==> src/hw/cmp_pkg.sv <==
package cmp_pkg;

    // datapath word
    localparam int XLEN = 32;
    typedef logic [XLEN-1:0] word_t;

    // reorder buffer depth sets the tag width
    localparam int ROB_ENTRIES = 8;
    typedef logic [$clog2(ROB_ENTRIES)-1:0] tag_t;

    // station size
    localparam int RS_SIZE = 4;
    typedef logic [$clog2(RS_SIZE)-1:0] rs_idx_t;

    // external result buses feeding wakeup
    localparam int NUM_CDB_IN = 2;

    // compare opcodes
    typedef logic [2:0] cmp_op_t;

    // branch conditions
    localparam cmp_op_t OP_EQ   = 3'd0;
    localparam cmp_op_t OP_NE   = 3'd1;
    localparam cmp_op_t OP_LT   = 3'd2;
    localparam cmp_op_t OP_GE   = 3'd3;
    localparam cmp_op_t OP_LTU  = 3'd4;
    localparam cmp_op_t OP_GEU  = 3'd5;
    // set-less-than forms of the same orderings
    localparam cmp_op_t OP_SLT  = 3'd6;
    localparam cmp_op_t OP_SLTU = 3'd7;

    // issue handshake states
    // idle waits for req, ack holds until req drops
    typedef enum logic {
        ISSUE_IDLE,
        ISSUE_ACK
    } issue_state_t;

endpackage

==> src/hw/rs_cdb_if.sv <==
`timescale 1ns/1ps

interface rs_cdb_if;
    import cmp_pkg::*;

    // finished entries waiting for the bus
    logic [RS_SIZE-1:0] done;
    // compare outcome per entry
    logic [RS_SIZE-1:0] result;
    // destination rob slot per entry
    tag_t [RS_SIZE-1:0] rob_idx;
    // one-hot winner this cycle
    logic [RS_SIZE-1:0] grant;

    // station side
    modport station (
        output done,
        output result,
        output rob_idx,
        input  grant
    );

    // arbiter side
    modport arbiter (
        input  done,
        input  result,
        input  rob_idx,
        output grant
    );

endinterface

==> src/hw/cdb_arbiter.sv <==
`timescale 1ns/1ps

module cdb_arbiter (
    input  logic           clk,
    input  logic           rst_n_i,
    input  logic           flush_i,
    rs_cdb_if.arbiter      arb,
    output logic           cdb_valid_o,
    output cmp_pkg::tag_t  cdb_tag_o,
    output cmp_pkg::word_t cdb_value_o
);
    import cmp_pkg::*;

    logic [RS_SIZE-1:0] grant;
    rs_idx_t            sel;
    logic               any_done;

    // lowest done index wins
    always_comb begin
        sel      = '0;
        any_done = 1'b0;
        grant    = '0;
        for (int i = RS_SIZE - 1; i >= 0; i--) begin
            if (arb.done[i]) begin
                sel      = rs_idx_t'(i);
                any_done = 1'b1;
            end
        end
        // nothing leaves during flush
        if (any_done && !flush_i) begin
            grant[sel] = 1'b1;
        end
    end

    assign arb.grant = grant;

    // bus valid one edge after grant
    always_ff @(posedge clk or negedge rst_n_i) begin
        if (!rst_n_i) begin
            cdb_valid_o <= 1'b0;
        end else begin
            cdb_valid_o <= any_done && !flush_i;
        end
    end

    // tag and zero-extended result bit
    always_ff @(posedge clk) begin
        if (any_done) begin
            cdb_tag_o   <= arb.rob_idx[sel];
            cdb_value_o <= {{(XLEN - 1){1'b0}}, arb.result[sel]};
        end
    end

endmodule

==> src/hw/cmp_cluster.sv <==
`timescale 1ns/1ps

module cmp_cluster (
    input  logic                                     clk,
    input  logic                                     rst_n_i,
    input  logic                                     flush_i,
    // issue port
    input  logic                                     issue_req_i,
    output logic                                     issue_ack_o,
    input  cmp_pkg::cmp_op_t                         issue_op_i,
    input  cmp_pkg::tag_t                            issue_rob_idx_i,
    input  logic                                     issue_src1_ready_i,
    input  cmp_pkg::tag_t                            issue_src1_tag_i,
    input  cmp_pkg::word_t                           issue_src1_value_i,
    input  logic                                     issue_src2_ready_i,
    input  cmp_pkg::tag_t                            issue_src2_tag_i,
    input  cmp_pkg::word_t                           issue_src2_value_i,
    // external result buses
    input  logic [cmp_pkg::NUM_CDB_IN-1:0]           cdb_in_valid_i,
    input  cmp_pkg::tag_t [cmp_pkg::NUM_CDB_IN-1:0]  cdb_in_tag_i,
    input  cmp_pkg::word_t [cmp_pkg::NUM_CDB_IN-1:0] cdb_in_value_i,
    // cluster broadcast
    output logic                                     cdb_valid_o,
    output cmp_pkg::tag_t                            cdb_tag_o,
    output cmp_pkg::word_t                           cdb_value_o
);

    // station to arbiter
    rs_cdb_if u_arb_if ();

    cmp_rs u_rs (
        .clk                (clk),
        .rst_n_i            (rst_n_i),
        .flush_i            (flush_i),
        .issue_req_i        (issue_req_i),
        .issue_ack_o        (issue_ack_o),
        .issue_op_i         (issue_op_i),
        .issue_rob_idx_i    (issue_rob_idx_i),
        .issue_src1_ready_i (issue_src1_ready_i),
        .issue_src1_tag_i   (issue_src1_tag_i),
        .issue_src1_value_i (issue_src1_value_i),
        .issue_src2_ready_i (issue_src2_ready_i),
        .issue_src2_tag_i   (issue_src2_tag_i),
        .issue_src2_value_i (issue_src2_value_i),
        .cdb_in_valid_i     (cdb_in_valid_i),
        .cdb_in_tag_i       (cdb_in_tag_i),
        .cdb_in_value_i     (cdb_in_value_i),
        // own broadcast wakes chained operands
        .own_valid_i        (cdb_valid_o),
        .own_tag_i          (cdb_tag_o),
        .own_value_i        (cdb_value_o),
        .arb                (u_arb_if.station)
    );

    cdb_arbiter u_arbiter (
        .clk         (clk),
        .rst_n_i     (rst_n_i),
        .flush_i     (flush_i),
        .arb         (u_arb_if.arbiter),
        .cdb_valid_o (cdb_valid_o),
        .cdb_tag_o   (cdb_tag_o),
        .cdb_value_o (cdb_value_o)
    );

endmodule

==> src/hw/cmp_rs.sv <==
`timescale 1ns/1ps

module cmp_rs (
    input  logic                                     clk,
    input  logic                                     rst_n_i,
    input  logic                                     flush_i,
    // four-phase issue side
    input  logic                                     issue_req_i,
    output logic                                     issue_ack_o,
    input  cmp_pkg::cmp_op_t                         issue_op_i,
    input  cmp_pkg::tag_t                            issue_rob_idx_i,
    input  logic                                     issue_src1_ready_i,
    input  cmp_pkg::tag_t                            issue_src1_tag_i,
    input  cmp_pkg::word_t                           issue_src1_value_i,
    input  logic                                     issue_src2_ready_i,
    input  cmp_pkg::tag_t                            issue_src2_tag_i,
    input  cmp_pkg::word_t                           issue_src2_value_i,
    // external result buses
    input  logic [cmp_pkg::NUM_CDB_IN-1:0]           cdb_in_valid_i,
    input  cmp_pkg::tag_t [cmp_pkg::NUM_CDB_IN-1:0]  cdb_in_tag_i,
    input  cmp_pkg::word_t [cmp_pkg::NUM_CDB_IN-1:0] cdb_in_value_i,
    // own broadcast looped back
    input  logic                                     own_valid_i,
    input  cmp_pkg::tag_t                            own_tag_i,
    input  cmp_pkg::word_t                           own_value_i,
    rs_cdb_if.station                                arb
);
    import cmp_pkg::*;

    // all wakeup sources with the own port on top
    logic [NUM_CDB_IN:0]  src_valid;
    tag_t [NUM_CDB_IN:0]  src_tag;
    word_t [NUM_CDB_IN:0] src_value;

    // per-entry control
    logic [RS_SIZE-1:0] busy_q;
    logic [RS_SIZE-1:0] launched_q;
    logic [RS_SIZE-1:0] start_q;
    logic [RS_SIZE-1:0] s1_rdy_q;
    logic [RS_SIZE-1:0] s2_rdy_q;

    // per-entry payload
    cmp_op_t            op_q [RS_SIZE];
    tag_t [RS_SIZE-1:0] rob_q;
    tag_t               s1_tag_q [RS_SIZE];
    tag_t               s2_tag_q [RS_SIZE];
    word_t              s1_val_q [RS_SIZE];
    word_t              s2_val_q [RS_SIZE];

    // compare unit outputs
    logic [RS_SIZE-1:0] done_w;
    logic [RS_SIZE-1:0] res_w;

    issue_state_t state_q;
    logic         free_any;
    rs_idx_t      free_idx;
    logic         issue_we;

    assign src_valid = {own_valid_i, cdb_in_valid_i};
    assign src_tag   = {own_tag_i, cdb_in_tag_i};
    assign src_value = {own_value_i, cdb_in_value_i};

    // any valid source carrying this tag
    function automatic logic tag_hit(input tag_t tag);
        logic hit;
        hit = 1'b0;
        for (int s = 0; s <= NUM_CDB_IN; s++) begin
            if (src_valid[s] && src_tag[s] == tag) begin
                hit = 1'b1;
            end
        end
        return hit;
    endfunction

    // value from the matching source or the current one
    function automatic word_t tag_value(input tag_t tag, input word_t cur);
        word_t val;
        val = cur;
        for (int s = 0; s <= NUM_CDB_IN; s++) begin
            if (src_valid[s] && src_tag[s] == tag) begin
                val = src_value[s];
            end
        end
        return val;
    endfunction

    // lowest free slot
    always_comb begin
        free_any = 1'b0;
        free_idx = '0;
        for (int i = RS_SIZE - 1; i >= 0; i--) begin
            if (!busy_q[i]) begin
                free_any = 1'b1;
                free_idx = rs_idx_t'(i);
            end
        end
    end

    // entry written on the edge that raises ack
    assign issue_we    = (state_q == ISSUE_IDLE) && issue_req_i && free_any && !flush_i;
    assign issue_ack_o = (state_q == ISSUE_ACK);

    always_ff @(posedge clk or negedge rst_n_i) begin
        if (!rst_n_i) begin
            state_q <= ISSUE_IDLE;
        end else if (flush_i) begin
            state_q <= ISSUE_IDLE;
        end else begin
            case (state_q)
                ISSUE_IDLE: if (issue_we) state_q <= ISSUE_ACK;
                // ack drops once req is seen low
                ISSUE_ACK:  if (!issue_req_i) state_q <= ISSUE_IDLE;
                default:    state_q <= ISSUE_IDLE;
            endcase
        end
    end

    always_ff @(posedge clk or negedge rst_n_i) begin
        if (!rst_n_i) begin
            busy_q     <= '0;
            launched_q <= '0;
            start_q    <= '0;
            s1_rdy_q   <= '0;
            s2_rdy_q   <= '0;
        end else if (flush_i) begin
            busy_q     <= '0;
            launched_q <= '0;
            start_q    <= '0;
            s1_rdy_q   <= '0;
            s2_rdy_q   <= '0;
        end else begin
            for (int i = 0; i < RS_SIZE; i++) begin
                start_q[i] <= 1'b0;
                if (arb.grant[i]) begin
                    // result leaves on the bus and the slot is free again
                    busy_q[i]     <= 1'b0;
                    launched_q[i] <= 1'b0;
                    s1_rdy_q[i]   <= 1'b0;
                    s2_rdy_q[i]   <= 1'b0;
                end else if (busy_q[i]) begin
                    // tag match wakes a pending operand
                    if (!s1_rdy_q[i] && tag_hit(s1_tag_q[i])) begin
                        s1_rdy_q[i] <= 1'b1;
                    end
                    if (!s2_rdy_q[i] && tag_hit(s2_tag_q[i])) begin
                        s2_rdy_q[i] <= 1'b1;
                    end
                    // single start pulse per occupancy
                    if (s1_rdy_q[i] && s2_rdy_q[i] && !launched_q[i]) begin
                        start_q[i]    <= 1'b1;
                        launched_q[i] <= 1'b1;
                    end
                end else if (issue_we && free_idx == rs_idx_t'(i)) begin
                    busy_q[i]   <= 1'b1;
                    // same-cycle broadcast counts as ready
                    s1_rdy_q[i] <= issue_src1_ready_i || tag_hit(issue_src1_tag_i);
                    s2_rdy_q[i] <= issue_src2_ready_i || tag_hit(issue_src2_tag_i);
                end
            end
        end
    end

    // operand and tag storage
    always_ff @(posedge clk) begin
        for (int i = 0; i < RS_SIZE; i++) begin
            if (issue_we && free_idx == rs_idx_t'(i)) begin
                op_q[i]     <= issue_op_i;
                rob_q[i]    <= issue_rob_idx_i;
                s1_tag_q[i] <= issue_src1_tag_i;
                s2_tag_q[i] <= issue_src2_tag_i;
                s1_val_q[i] <= issue_src1_ready_i
                             ? issue_src1_value_i
                             : tag_value(issue_src1_tag_i, issue_src1_value_i);
                s2_val_q[i] <= issue_src2_ready_i
                             ? issue_src2_value_i
                             : tag_value(issue_src2_tag_i, issue_src2_value_i);
            end else if (busy_q[i]) begin
                // pending operands pick up bus values
                if (!s1_rdy_q[i]) begin
                    s1_val_q[i] <= tag_value(s1_tag_q[i], s1_val_q[i]);
                end
                if (!s2_rdy_q[i]) begin
                    s2_val_q[i] <= tag_value(s2_tag_q[i], s2_val_q[i]);
                end
            end
        end
    end

    // one compare unit per slot
    for (genvar i = 0; i < RS_SIZE; i++) begin : g_cmp
        cmp_unit u_cmp (
            .clk      (clk),
            .rst_n_i  (rst_n_i),
            .start_i  (start_q[i]),
            .op_i     (op_q[i]),
            .a_i      (s1_val_q[i]),
            .b_i      (s2_val_q[i]),
            .clear_i  (arb.grant[i] | flush_i),
            .done_o   (done_w[i]),
            .result_o (res_w[i])
        );
    end

    assign arb.done    = done_w;
    assign arb.result  = res_w;
    assign arb.rob_idx = rob_q;

endmodule

==> src/hw/cmp_unit.sv <==
`timescale 1ns/1ps

module cmp_unit (
    input  logic             clk,
    input  logic             rst_n_i,
    input  logic             start_i,
    input  cmp_pkg::cmp_op_t op_i,
    input  cmp_pkg::word_t   a_i,
    input  cmp_pkg::word_t   b_i,
    input  logic             clear_i,
    output logic             done_o,
    output logic             result_o
);
    import cmp_pkg::*;

    logic cmp_res;
    logic lt_s;
    logic lt_u;

    // both orderings computed once, shared by the opcodes
    assign lt_s = $signed(a_i) < $signed(b_i);
    assign lt_u = a_i < b_i;

    always_comb begin
        case (op_i)
            OP_EQ:   cmp_res = (a_i == b_i);
            OP_NE:   cmp_res = (a_i != b_i);
            OP_LT:   cmp_res = lt_s;
            OP_GE:   cmp_res = !lt_s;
            OP_LTU:  cmp_res = lt_u;
            OP_GEU:  cmp_res = !lt_u;
            OP_SLT:  cmp_res = lt_s;
            OP_SLTU: cmp_res = lt_u;
            default: cmp_res = 1'b0;
        endcase
    end

    // done holds until the entry leaves the station
    // clear wins over a same-cycle start
    always_ff @(posedge clk or negedge rst_n_i) begin
        if (!rst_n_i) begin
            done_o <= 1'b0;
        end else if (clear_i) begin
            done_o <= 1'b0;
        end else if (start_i) begin
            done_o <= 1'b1;
        end
    end

    // result captured once per start
    always_ff @(posedge clk) begin
        if (start_i) begin
            result_o <= cmp_res;
        end
    end

endmodule

==> config.mk <==
export PLATFORM = sky130hd
export DESIGN_NAME = cmp_cluster
export DESIGN_NICKNAME = d
export VERILOG_FILES = /design/src/hw/cmp_pkg.sv /design/src/hw/rs_cdb_if.sv /design/src/hw/cdb_arbiter.sv /design/src/hw/cmp_cluster.sv /design/src/hw/cmp_rs.sv /design/src/hw/cmp_unit.sv
export SDC_FILE = /design/constraint.sdc
export NUM_CORES = 1
export LEC_CHECK = 0
export BUFFER_PORTS_ARGS = -buffer_cell sky130_fd_sc_hd__buf_2
export CAP_MARGIN = 5
export CORE_MARGIN = 5
export CORE_UTILIZATION = 35
export CTS_BUF_LIST = sky130_fd_sc_hd__clkbuf_8
export CTS_CLUSTER_SIZE = 30
export DETAILED_ROUTE_END_ITERATION = 12
export MAX_ROUTING_LAYER = met4
export SYNTH_ARGS = -nofsm -noshare
export SYNTH_HDL_FRONTEND = slang
export SYNTH_SLANG_ARGS = --single-unit
==> constraint.sdc <==
create_clock -name clk -period 4.5 [get_ports clk]
set_input_delay 0.45 -clock clk [delete_from_list [all_inputs] [get_ports clk]]
set_output_delay 0.45 -clock clk [all_outputs]
set_load 0.005 [all_outputs]
==> results of run 1 <==
kinds of logic after synthesis:
| logic type | Yosys count | share of synthesized area [%] |
|---|---|---|
| buffers and inverters | 370 | 7.05 |
| AO/OA/AOI/OAI | 562 | 16.7 |
| adder cells (fa/ha/maj) | 128 | 7.10 |
| AND/OR/NAND/NOR | 317 | 6.96 |
| multiplexers | 320 | 14.2 |
| XOR/XNOR | 90 | 3.50 |
| other | 1 | 0.0166 |
| flip-flops | 338 | 44.4 |
what timing repair did:
item	in CTS	in global routing
hold buffers	7	0
gates resized for setup	0	0
hold endpoints to repair	48	0
how the worst max path moves through the flow:
stage                      startpoint                   end  cells past startpoint  slack, ns
3_5_place_dp   u_arbiter.cdb_tag_o[2]  u_rs.s1_val_q[0][51]                      5       1.55
2_1_floorplan         cdb_in_tag_i[3]   u_rs.s2_val_q[2][0]                      5       0.53
3_3_place_gp                  flush_i  u_rs.s1_val_q[1][39]                      5       1.60
5_1_grt        u_arbiter.cdb_tag_o[2]  u_rs.s1_val_q[0][51]                      5       1.36
4_1_cts        u_arbiter.cdb_tag_o[2]  u_rs.s1_val_q[0][51]                      5       1.52
6_report       u_arbiter.cdb_tag_o[2]  u_rs.s2_val_q[2][30]                      5       1.51
stage by stage:
stage	instances	worst slack (ns)	utilization [%]	area, µm²	total power [mW]
3_5_place_dp	2989	1.55	37.3	23900	4.80
5_1_grt	3123	1.36	39.3	25200	7.81
2_1_floorplan	2156	0.527	-	22700	4.44
6_report	3124	1.51	39.3	25200	7.56
4_1_cts	3108	1.52	39.2	25100	7.58
3_3_place_gp	2989	1.60	37.3	23900	4.76
cell usage after synthesis (45+ instances only):
| master | count | area, µm² |
|---|---|---|
| mux2i_1 | 320 | 3200 |
| edfxtp_1 | 312 | 9370 |
| o22ai_1 | 254 | 1590 |
| inv_1 | 145 | 544 |
| a21oi_1 | 129 | 646 |
| ha_1 | 128 | 1600 |
| clkbuf_1 | 106 | 398 |
| nor2_1 | 105 | 394 |
| xnor2_1 | 84 | 736 |
| nand2_1 | 63 | 236 |
| nand4_1 | 62 | 388 |
| buf_1 | 48 | 180 |
| a22oi_2 | 45 | 563 |
per-layer routing:
metal | vias to the layer above | routed length [µm]
li1 | 8219 | -
met1 | 9114 | 33700
met2 | 1043 | 37000
met3 | 269 | 7820
met4 | 0 | 4090
met5 | - | 0
report_power, final:
group | leakage (nW) | total, mW | switching, mW | internal, mW
logic | 7.55 | 1.19 | 0.738 | 0.457
clock network | 0.647 | 2.79 | 1.38 | 1.41
registers | 3.20 | 3.58 | 0.0298 | 3.55
sequential cells by signal, summed over array words and instances (netlist names), 12 cells and up:
| signal | flops |
|---|---|
| u_rs.s2_val_q | 128 |
| u_rs.op_q | 12 |
| u_rs.arb.rob_idx | 12 |
| u_rs.s2_tag_q | 12 |
| u_rs.s1_val_q | 128 |
| u_rs.s1_tag_q | 12 |
worst max-delay path: stages, from the launching register on:
cell and delay [ns]:
edfxtp_1 0.66, xor2_1 0.28, o41a_2 0.87, buf_4 0.39, a22oi_1 0.33, o22ai_1 0.16
cell type report:
type / count / area share [%]
multi-input combinational: 1448 / 44.4
sequential: 338 / 39.8
timing repair buffer: 209 / 4.72
tap: 855 / 4.25
clock buffer: 67 / 3.66
inverter: 146 / 2.18
clock inverter: 45 / 0.835
antenna: 16 / 0.159
==> impl_results.html, run 1 <==
<table>
<tr><th>Metric</th><th>Value</th></tr>
<tr><th colspan="2">Clock network</th></tr>
<tr><td>Largest buffer count on any clock path</td><td>3</td></tr>
<tr><td>Clock latency reported for the late side of the worst-skew pair</td><td>0.69 ns</td></tr>
<tr><td>Clock Pin Slew Worst Setup and Hold Paths</td><td>0.06 ns</td></tr>
<tr><td>TritonCTS Buffers</td><td>60</td></tr>
<tr><td>Sinks on Clock Net</td><td>338</td></tr>
<tr><td>Root buffer cell</td><td>clkbuf_8</td></tr>
<tr><td>Number of H-tree levels</td><td>2</td></tr>
<tr><td>Clock tree from TritonCTS</td><td>done</td></tr>
<tr><td>Setup bufs post-CTS</td><td>0</td></tr>
<tr><th colspan="2">STA</th></tr>
<tr><td>Max_slew headroom</td><td>25.3%</td></tr>
<tr><td>Final worst hold slack</td><td>0.0418 ns</td></tr>
<tr><td>Max-slew violation total from the final report</td><td>0</td></tr>
<tr><td>Unrepaired setup endpoints after global routing</td><td>false</td></tr>
<tr><td>Final Cycle Share</td><td>66.5%</td></tr>
<tr><td>Final TNS setup</td><td>0 ns</td></tr>
<tr><td>Clock period minus final worst setup slack</td><td>2.99 ns</td></tr>
<tr><td>Worst Skew</td><td>0.0417 ns</td></tr>
<tr><td>Final number of setup-violating endpoints</td><td>0</td></tr>
<tr><td>Count of final hold-check violations</td><td>0</td></tr>
<tr><td>Fmax achieved</td><td>334 MHz</td></tr>
<tr><td>Actual transition at the worst max-transition pin</td><td>1.12 ns</td></tr>
<tr><th colspan="2">Logic synthesis</th></tr>
<tr><td>Number of distinct standard cells referenced by the synthesized netlist</td><td>51</td></tr>
<tr><td>Average size of a mapped cell</td><td>10.6 µm²</td></tr>
<tr><td>Number of warnings printed during yosys synthesis</td><td>0</td></tr>
<tr><td>Post-Syn Area</td><td>0.0226 mm²</td></tr>
<tr><td>Count of state elements after synthesis</td><td>338</td></tr>
<tr><td>Post-synth ARST share</td><td>7.69%</td></tr>
<tr><td>Most used DFF post-synth</td><td>edfxtp_1</td></tr>
<tr><td>Sequential share of the synthesized area</td><td>44.4%</td></tr>
<tr><td>Post-synthesis instance total</td><td>2,126</td></tr>
<tr><td>Number of flops mapped to enable cells by yosys</td><td>312</td></tr>
<tr><th colspan="2">Drt</th></tr>
<tr><td>Detailed-route vias per instance</td><td>5.97</td></tr>
<tr><td>Pre-antenna DRT Iters</td><td>5</td></tr>
<tr><td>DRC violations left</td><td>0</td></tr>
<tr><td>Count of routing violations after the opening detailed-route iteration</td><td>2,275</td></tr>
<tr><td>Total Routed Length</td><td>82,700 µm</td></tr>
<tr><td>Drt wl/cell</td><td>26.5 µm</td></tr>
<tr><td>Number of vias in the routed layout</td><td>18,600</td></tr>
<tr><td>Remaining number of nets flagged by the antenna check after routing</td><td>0</td></tr>
<tr><th colspan="2">Floorplanning</th></tr>
<tr><td>Count of standard-cell rows</td><td>93</td></tr>
<tr><td>Overall die area</td><td>0.0696 mm²</td></tr>
<tr><td>Placeable Area</td><td>0.0641 mm²</td></tr>
<tr><td>Die extent in y</td><td>264 µm</td></tr>
<tr><td>I/O pin count</td><td>191</td></tr>
<tr><td>Starting density of the core</td><td>35.2%</td></tr>
<tr><td>Die width</td><td>264 µm</td></tr>
<tr><th colspan="2">Global routing</th></tr>
<tr><td>Vias in the first global route</td><td>18,500</td></tr>
<tr><td>Overflow after GRT</td><td>0</td></tr>
<tr><td>Highest-utilization routing layer at the global route stage</td><td>met2</td></tr>
<tr><td>Pin count of the biggest net entering global routing</td><td>66</td></tr>
<tr><td>Antenna violations before repair</td><td>16</td></tr>
<tr><td>Met2 routing resource usage after global routing</td><td>35.2%</td></tr>
<tr><td>GR Layer Usage met1</td><td>29.7%</td></tr>
<tr><td>All-layer global routing usage</td><td>23.2%</td></tr>
<tr><td>Wire length of the first global-routing pass</td><td>120,000 µm</td></tr>
<tr><td>Global routing usage on met3</td><td>5.39%</td></tr>
<tr><th colspan="2">Finish</th></tr>
<tr><td>Flip-flop and latch area</td><td>0.0100 mm²</td></tr>
<tr><td>Final Net Count</td><td>2,485</td></tr>
<tr><td>Fill cell total of the finished layout</td><td>6,202</td></tr>
<tr><td>Area of combinational cells with multiple inputs</td><td>0.0112 mm²</td></tr>
<tr><td>Ratio of cells with drive above 1 in the final layout</td><td>15.5%</td></tr>
<tr><td>Most common library cell in the layout ignoring fill and taps</td><td>mux2i_1</td></tr>
<tr><td>Commonest cells after routing, fill and taps aside</td><td>mux2i_1 (320), edfxtp_1 (312), o22ai_1 (254)</td></tr>
<tr><td>Syn-to-layout area delta</td><td>11.7%</td></tr>
<tr><th colspan="2">Min path</th></tr>
<tr><td>Path class of the lowest-slack min-delay path</td><td>in -&gt; reg</td></tr>
<tr><td>Destination of the worst hold path</td><td>u_rs.issue_ack_o</td></tr>
<tr><td>Origin of the worst min-delay path</td><td>issue_req_i</td></tr>
<tr><td>Depth of the worst hold-timing path</td><td>2</td></tr>
<tr><th colspan="2">Placement</th></tr>
<tr><td>Routability-driven placement congestion ratio</td><td>0.898</td></tr>
<tr><td>Port-buffer cells</td><td>159</td></tr>
<tr><td>HPWL after DPL</td><td>53,400 µm</td></tr>
<tr><th colspan="2">Critical path</th></tr>
<tr><td>Worst reg2reg setup slack</td><td>1.51 ns</td></tr>
<tr><td>Logic depth of the worst register-to-register path</td><td>5</td></tr>
<tr><td>Critical Path Fanout Max</td><td>22</td></tr>
<tr><td>Data required time of the worst path</td><td>4.90 ns</td></tr>
<tr><td>Worst Setup Path Type</td><td>reg -&gt; reg</td></tr>
<tr><td>Startpoint class of the critical path</td><td>register</td></tr>
<tr><td>Worst flop-to-flop path startpoint</td><td>u_arbiter.cdb_tag_o[2]</td></tr>
<tr><td>Endpoint class of the critical path</td><td>register</td></tr>
<tr><td>Reg-to-reg critical path endpoint</td><td>u_rs.s2_val_q[2][30]</td></tr>
<tr><td>Data arrival, critical path</td><td>3.39 ns</td></tr>
<tr><th colspan="2">Run</th></tr>
<tr><td>Max-Cap Viols</td><td>0</td></tr>
<tr><th colspan="2">Power</th></tr>
<tr><td>Power per cell area</td><td>300 mW/mm²</td></tr>
<tr><td>Leakage power</td><td>11.4 nW</td></tr>
<tr><td>Worst ir drop on vdd</td><td>0.203 mV</td></tr>
<tr><th colspan="2">Outcome</th></tr>
<tr><td>Status</td><td>finished clean</td></tr>
</table>
(Power assumes the default switching activity.)
==> run 2: changes to the inputs <==
--- a/config.mk
+++ b/config.mk
@@ -5,6 +5,7 @@
 export SDC_FILE = /design/constraint.sdc
 export NUM_CORES = 1
 export LEC_CHECK = 0
+export ABC_AREA = 1
 export BUFFER_PORTS_ARGS = -buffer_cell sky130_fd_sc_hd__buf_2
 export CAP_MARGIN = 5
 export CORE_MARGIN = 5
==> constraint.sdc (replaced) <==
create_clock -name clk -period 2.7 [get_ports clk]
set_input_delay 0.27 -clock clk [delete_from_list [all_inputs] [get_ports clk]]
set_output_delay 0.27 -clock clk [all_outputs]
set_load 0.005 [all_outputs]
==> impl_results.html, run 2 <==
<table>
<tr><th>Metric</th><th>Value</th></tr>
<tr><th colspan="2">Outcome</th></tr>
<tr><td>Status</td><td>finished clean</td></tr>
<tr><th colspan="2">Logic synthesis</th></tr>
<tr><td>Number of distinct standard cells referenced by the synthesized netlist</td><td>49</td></tr>
<tr><td>Post-Syn Area</td><td>0.0238 mm²</td></tr>
<tr><td>Most used DFF post-synth</td><td>edfxtp_1</td></tr>
<tr><td>Average size of a mapped cell</td><td>7.90 µm²</td></tr>
<tr><td>Number of flops mapped to enable cells by yosys</td><td>312</td></tr>
<tr><td>Number of warnings printed during yosys synthesis</td><td>0</td></tr>
<tr><td>Cell accounting for the most synthesized area</td><td>edfxtp_1</td></tr>
<tr><td>Largest cells by area after synthesis</td><td>edfxtp_1 (39%), nand2_1 (10%), nor2_1 (7.5%)</td></tr>
<tr><td>Proportion of netlist area held by the largest area contributor</td><td>39.3%</td></tr>
<tr><td>Post-synth ARST share</td><td>7.69%</td></tr>
<tr><td>Count of state elements after synthesis</td><td>338</td></tr>
<tr><td>Sequential share of the synthesized area</td><td>42.0%</td></tr>
<tr><td>Commonest cells post-synth</td><td>nand2_1 (662), nor2_1 (474), edfxtp_1 (312), inv_1 (301), o31ai_1 (186)</td></tr>
<tr><td>Post-synthesis instance total</td><td>3,016</td></tr>
<tr><td>Top-count cell post-synth</td><td>nand2_1</td></tr>
<tr><th colspan="2">Power</th></tr>
<tr><td>Leakage power</td><td>12.2 nW</td></tr>
<tr><td>Worst ir drop on vdd</td><td>0.367 mV</td></tr>
<tr><td>Total power consumption of the routed design</td><td>13.7 mW</td></tr>
<tr><td>Power per cell area</td><td>502 mW/mm²</td></tr>
<tr><th colspan="2">Drt</th></tr>
<tr><td>DRC violations left</td><td>0</td></tr>
<tr><td>Remaining number of nets flagged by the antenna check after routing</td><td>0</td></tr>
<tr><td>Pre-antenna DRT Iters</td><td>5</td></tr>
<tr><td>Detailed-route vias per instance</td><td>5.51</td></tr>
<tr><td>Count of routing violations after the opening detailed-route iteration</td><td>2,852</td></tr>
<tr><td>Total Routed Length</td><td>91,200 µm</td></tr>
<tr><td>Drt wl/cell</td><td>22.2 µm</td></tr>
<tr><td>Number of vias in the routed layout</td><td>22,600</td></tr>
<tr><th colspan="2">Floorplanning</th></tr>
<tr><td>Die extent in y</td><td>271 µm</td></tr>
<tr><td>Count of standard-cell rows</td><td>95</td></tr>
<tr><td>Placeable Area</td><td>0.0674 mm²</td></tr>
<tr><td>I/O pin count</td><td>191</td></tr>
<tr><td>Die width</td><td>271 µm</td></tr>
<tr><td>Overall die area</td><td>0.0734 mm²</td></tr>
<tr><td>Starting density of the core</td><td>35.4%</td></tr>
<tr><th colspan="2">Finish</th></tr>
<tr><td>Flip-flop and latch area</td><td>0.0100 mm²</td></tr>
<tr><td>Commonest cells after routing, fill and taps aside</td><td>nand2_1 (655), nor2_1 (472), inv_1 (321)</td></tr>
<tr><td>Fill cell total of the finished layout</td><td>6,772</td></tr>
<tr><td>Area of combinational cells with multiple inputs</td><td>0.0117 mm²</td></tr>
<tr><td>Area of all placed cells without fillers</td><td>0.0273 mm²</td></tr>
<tr><td>Most common library cell in the layout ignoring fill and taps</td><td>nand2_1</td></tr>
<tr><td>Syn-to-layout area delta</td><td>14.5%</td></tr>
<tr><td>Final Net Count</td><td>3,456</td></tr>
<tr><td>Ratio of cells with drive above 1 in the final layout</td><td>13.9%</td></tr>
<tr><td>Top flop regs</td><td>u_rs.s1_val_q: 128 flops, u_rs.s2_val_q: 128 flops</td></tr>
<tr><th colspan="2">Critical path</th></tr>
<tr><td>Critical Path Fanout Max</td><td>4</td></tr>
<tr><td>Data required time of the worst path</td><td>3.09 ns</td></tr>
<tr><td>Endpoint class of the critical path</td><td>register</td></tr>
<tr><td>Data arrival, critical path</td><td>2.98 ns</td></tr>
<tr><td>Startpoint class of the critical path</td><td>register</td></tr>
<tr><td>Worst Setup Path Type</td><td>reg -&gt; reg</td></tr>
<tr><th colspan="2">STA</th></tr>
<tr><td>Final number of setup-violating endpoints</td><td>0</td></tr>
<tr><td>Final worst hold slack</td><td>0.0929 ns</td></tr>
<tr><td>Max_slew headroom</td><td>34.5%</td></tr>
<tr><td>Max-slew violation total from the final report</td><td>0</td></tr>
<tr><td>Final Cycle Share</td><td>95.9%</td></tr>
<tr><td>Fmax achieved</td><td>386 MHz</td></tr>
<tr><td>Count of final hold-check violations</td><td>0</td></tr>
<tr><td>Clock period minus final worst setup slack</td><td>2.59 ns</td></tr>
<tr><td>Unrepaired setup endpoints after global routing</td><td>false</td></tr>
<tr><td>Actual transition at the worst max-transition pin</td><td>0.981 ns</td></tr>
<tr><td>Worst Skew</td><td>0.0321 ns</td></tr>
<tr><th colspan="2">Clock network</th></tr>
<tr><td>Number of H-tree levels</td><td>3</td></tr>
<tr><td>Sinks on Clock Net</td><td>338</td></tr>
<tr><td>Clock Pin Slew Worst Setup and Hold Paths</td><td>0.06 ns</td></tr>
<tr><td>Clock tree from TritonCTS</td><td>done</td></tr>
<tr><td>Largest buffer count on any clock path</td><td>3</td></tr>
<tr><td>Clock latency reported for the late side of the worst-skew pair</td><td>0.66 ns</td></tr>
<tr><td>TritonCTS Buffers</td><td>67</td></tr>
<tr><td>Root buffer cell</td><td>clkbuf_8</td></tr>
<tr><td>Setup bufs post-CTS</td><td>0</td></tr>
<tr><th colspan="2">Global routing</th></tr>
<tr><td>Overflow after GRT</td><td>0</td></tr>
<tr><td>Vias in the first global route</td><td>21,500</td></tr>
<tr><td>Wire length of the first global-routing pass</td><td>136,000 µm</td></tr>
<tr><td>All-layer global routing usage</td><td>24.8%</td></tr>
<tr><td>Antenna violations before repair</td><td>12</td></tr>
<tr><td>Pin count of the biggest net entering global routing</td><td>64</td></tr>
<tr><th colspan="2">Min path</th></tr>
<tr><td>Path class of the lowest-slack min-delay path</td><td>in -&gt; reg</td></tr>
<tr><th colspan="2">Placement</th></tr>
<tr><td>HPWL after DPL</td><td>63,200 µm</td></tr>
<tr><td>Area after detailed placement</td><td>0.0258 mm²</td></tr>
<tr><td>Routability-driven placement congestion ratio</td><td>0.923</td></tr>
<tr><td>Port-buffer cells</td><td>159</td></tr>
<tr><th colspan="2">Run</th></tr>
<tr><td>Max-Cap Viols</td><td>0</td></tr>
</table>
-- run 2: through the flow --
step           setup TNS [ns]  util, %  worst slack, ns  instances
6_report                    0     40.5            0.110       4103
5_1_grt                     0     40.5          0.00836       4103
4_1_cts                     0     40.4           0.0916       4093
3_5_place_dp          -0.0676     38.3          -0.0676       3962
3_3_place_gp           -0.117     38.3           -0.117       3962
2_1_floorplan               0        -           0.0909       3046
-- run 2: final timing paths --
path / to / from / slack [ns] / depth (start not counted)
worst max-delay path: u_rs.g_cmp[0].u_cmp.result_o / u_rs.s1_val_q[0][5] / 0.11 / 13
worst min-delay path: u_rs.s2_val_q[2][0] / issue_src2_value_i[0] / 0.09 / 4
worst max register to register: u_rs.g_cmp[0].u_cmp.result_o / u_rs.s1_val_q[0][5] / 0.11 / 13
worst min register to register: u_rs.g_cmp[2].u_cmp.result_o / u_rs.start_q[2] / 0.48 / 0
max in group asynchronous: u_rs.start_q[2] / rst_n_i / 2.11 / 2
min in group asynchronous: u_rs.s2_rdy_q[2] / rst_n_i / 0.18 / 2
-- run 2: cell type report --
type / instances / share of cell area [%]
Multi-Input combinational cell: 2183 / 42.9
Sequential cell: 338 / 36.7
Timing Repair Buffer: 268 / 7.21
Inverter: 316 / 4.35
Tap cell: 873 / 4.00
Clock buffer: 69 / 3.48
Clock inverter: 46 / 1.24
Antenna cell: 10 / 0.0917
-- run 2: what timing repair did --
action / in CTS / in global routing
endpoints found under the setup margin: 1 / 3
pin swaps: 0 / 2
hold buffers: 16 / 0
resized for setup: 1 / 7
hold endpoints to repair: 88 / 0
-- run 2: kinds of logic after synthesis --
group	share of synthesized area (%)
adder cells (fa/ha/maj)	6.72
buffers and inverters	9.64
AO/OA/AOI/OAI	18.8
other	0.0157
flip-flops	42.0
AND/OR/NAND/NOR	21.7
XOR/XNOR	1.07
-- run 2: critical path, cell delays in order, from the launching register on --
cell	delay [ns]
edfxtp_1	0.36
ha_1	0.32
a21oi_1	0.15
nor2_1	0.05
nor3_1	0.46
nand2_1	0.25
nand2_1	0.11
nand2_1	0.09
nand2_1	0.13
nand2_1	0.11
nand2_1	0.08
nand2_1	0.05
nor2_1	0.07
nand4_1	0.10
-- run 2: metal layers --
layer,GRT usage [%],vias to the layer above,share of wire [%]
met5,-,-,0
li1,-,10500,-
met3,4.22,200,9.7
met1,33.1,10600,42
met2,38.6,1249,45
met4,8.33,0,3.4
-- run 2: where the power goes --
group	internal (mW)	total (mW)	switching [mW]
sequential	5.96	6.02	0.0541
clock	2.85	5.28	2.43
combinational	0.775	2.39	1.61
total	9.59	13.7	4.10
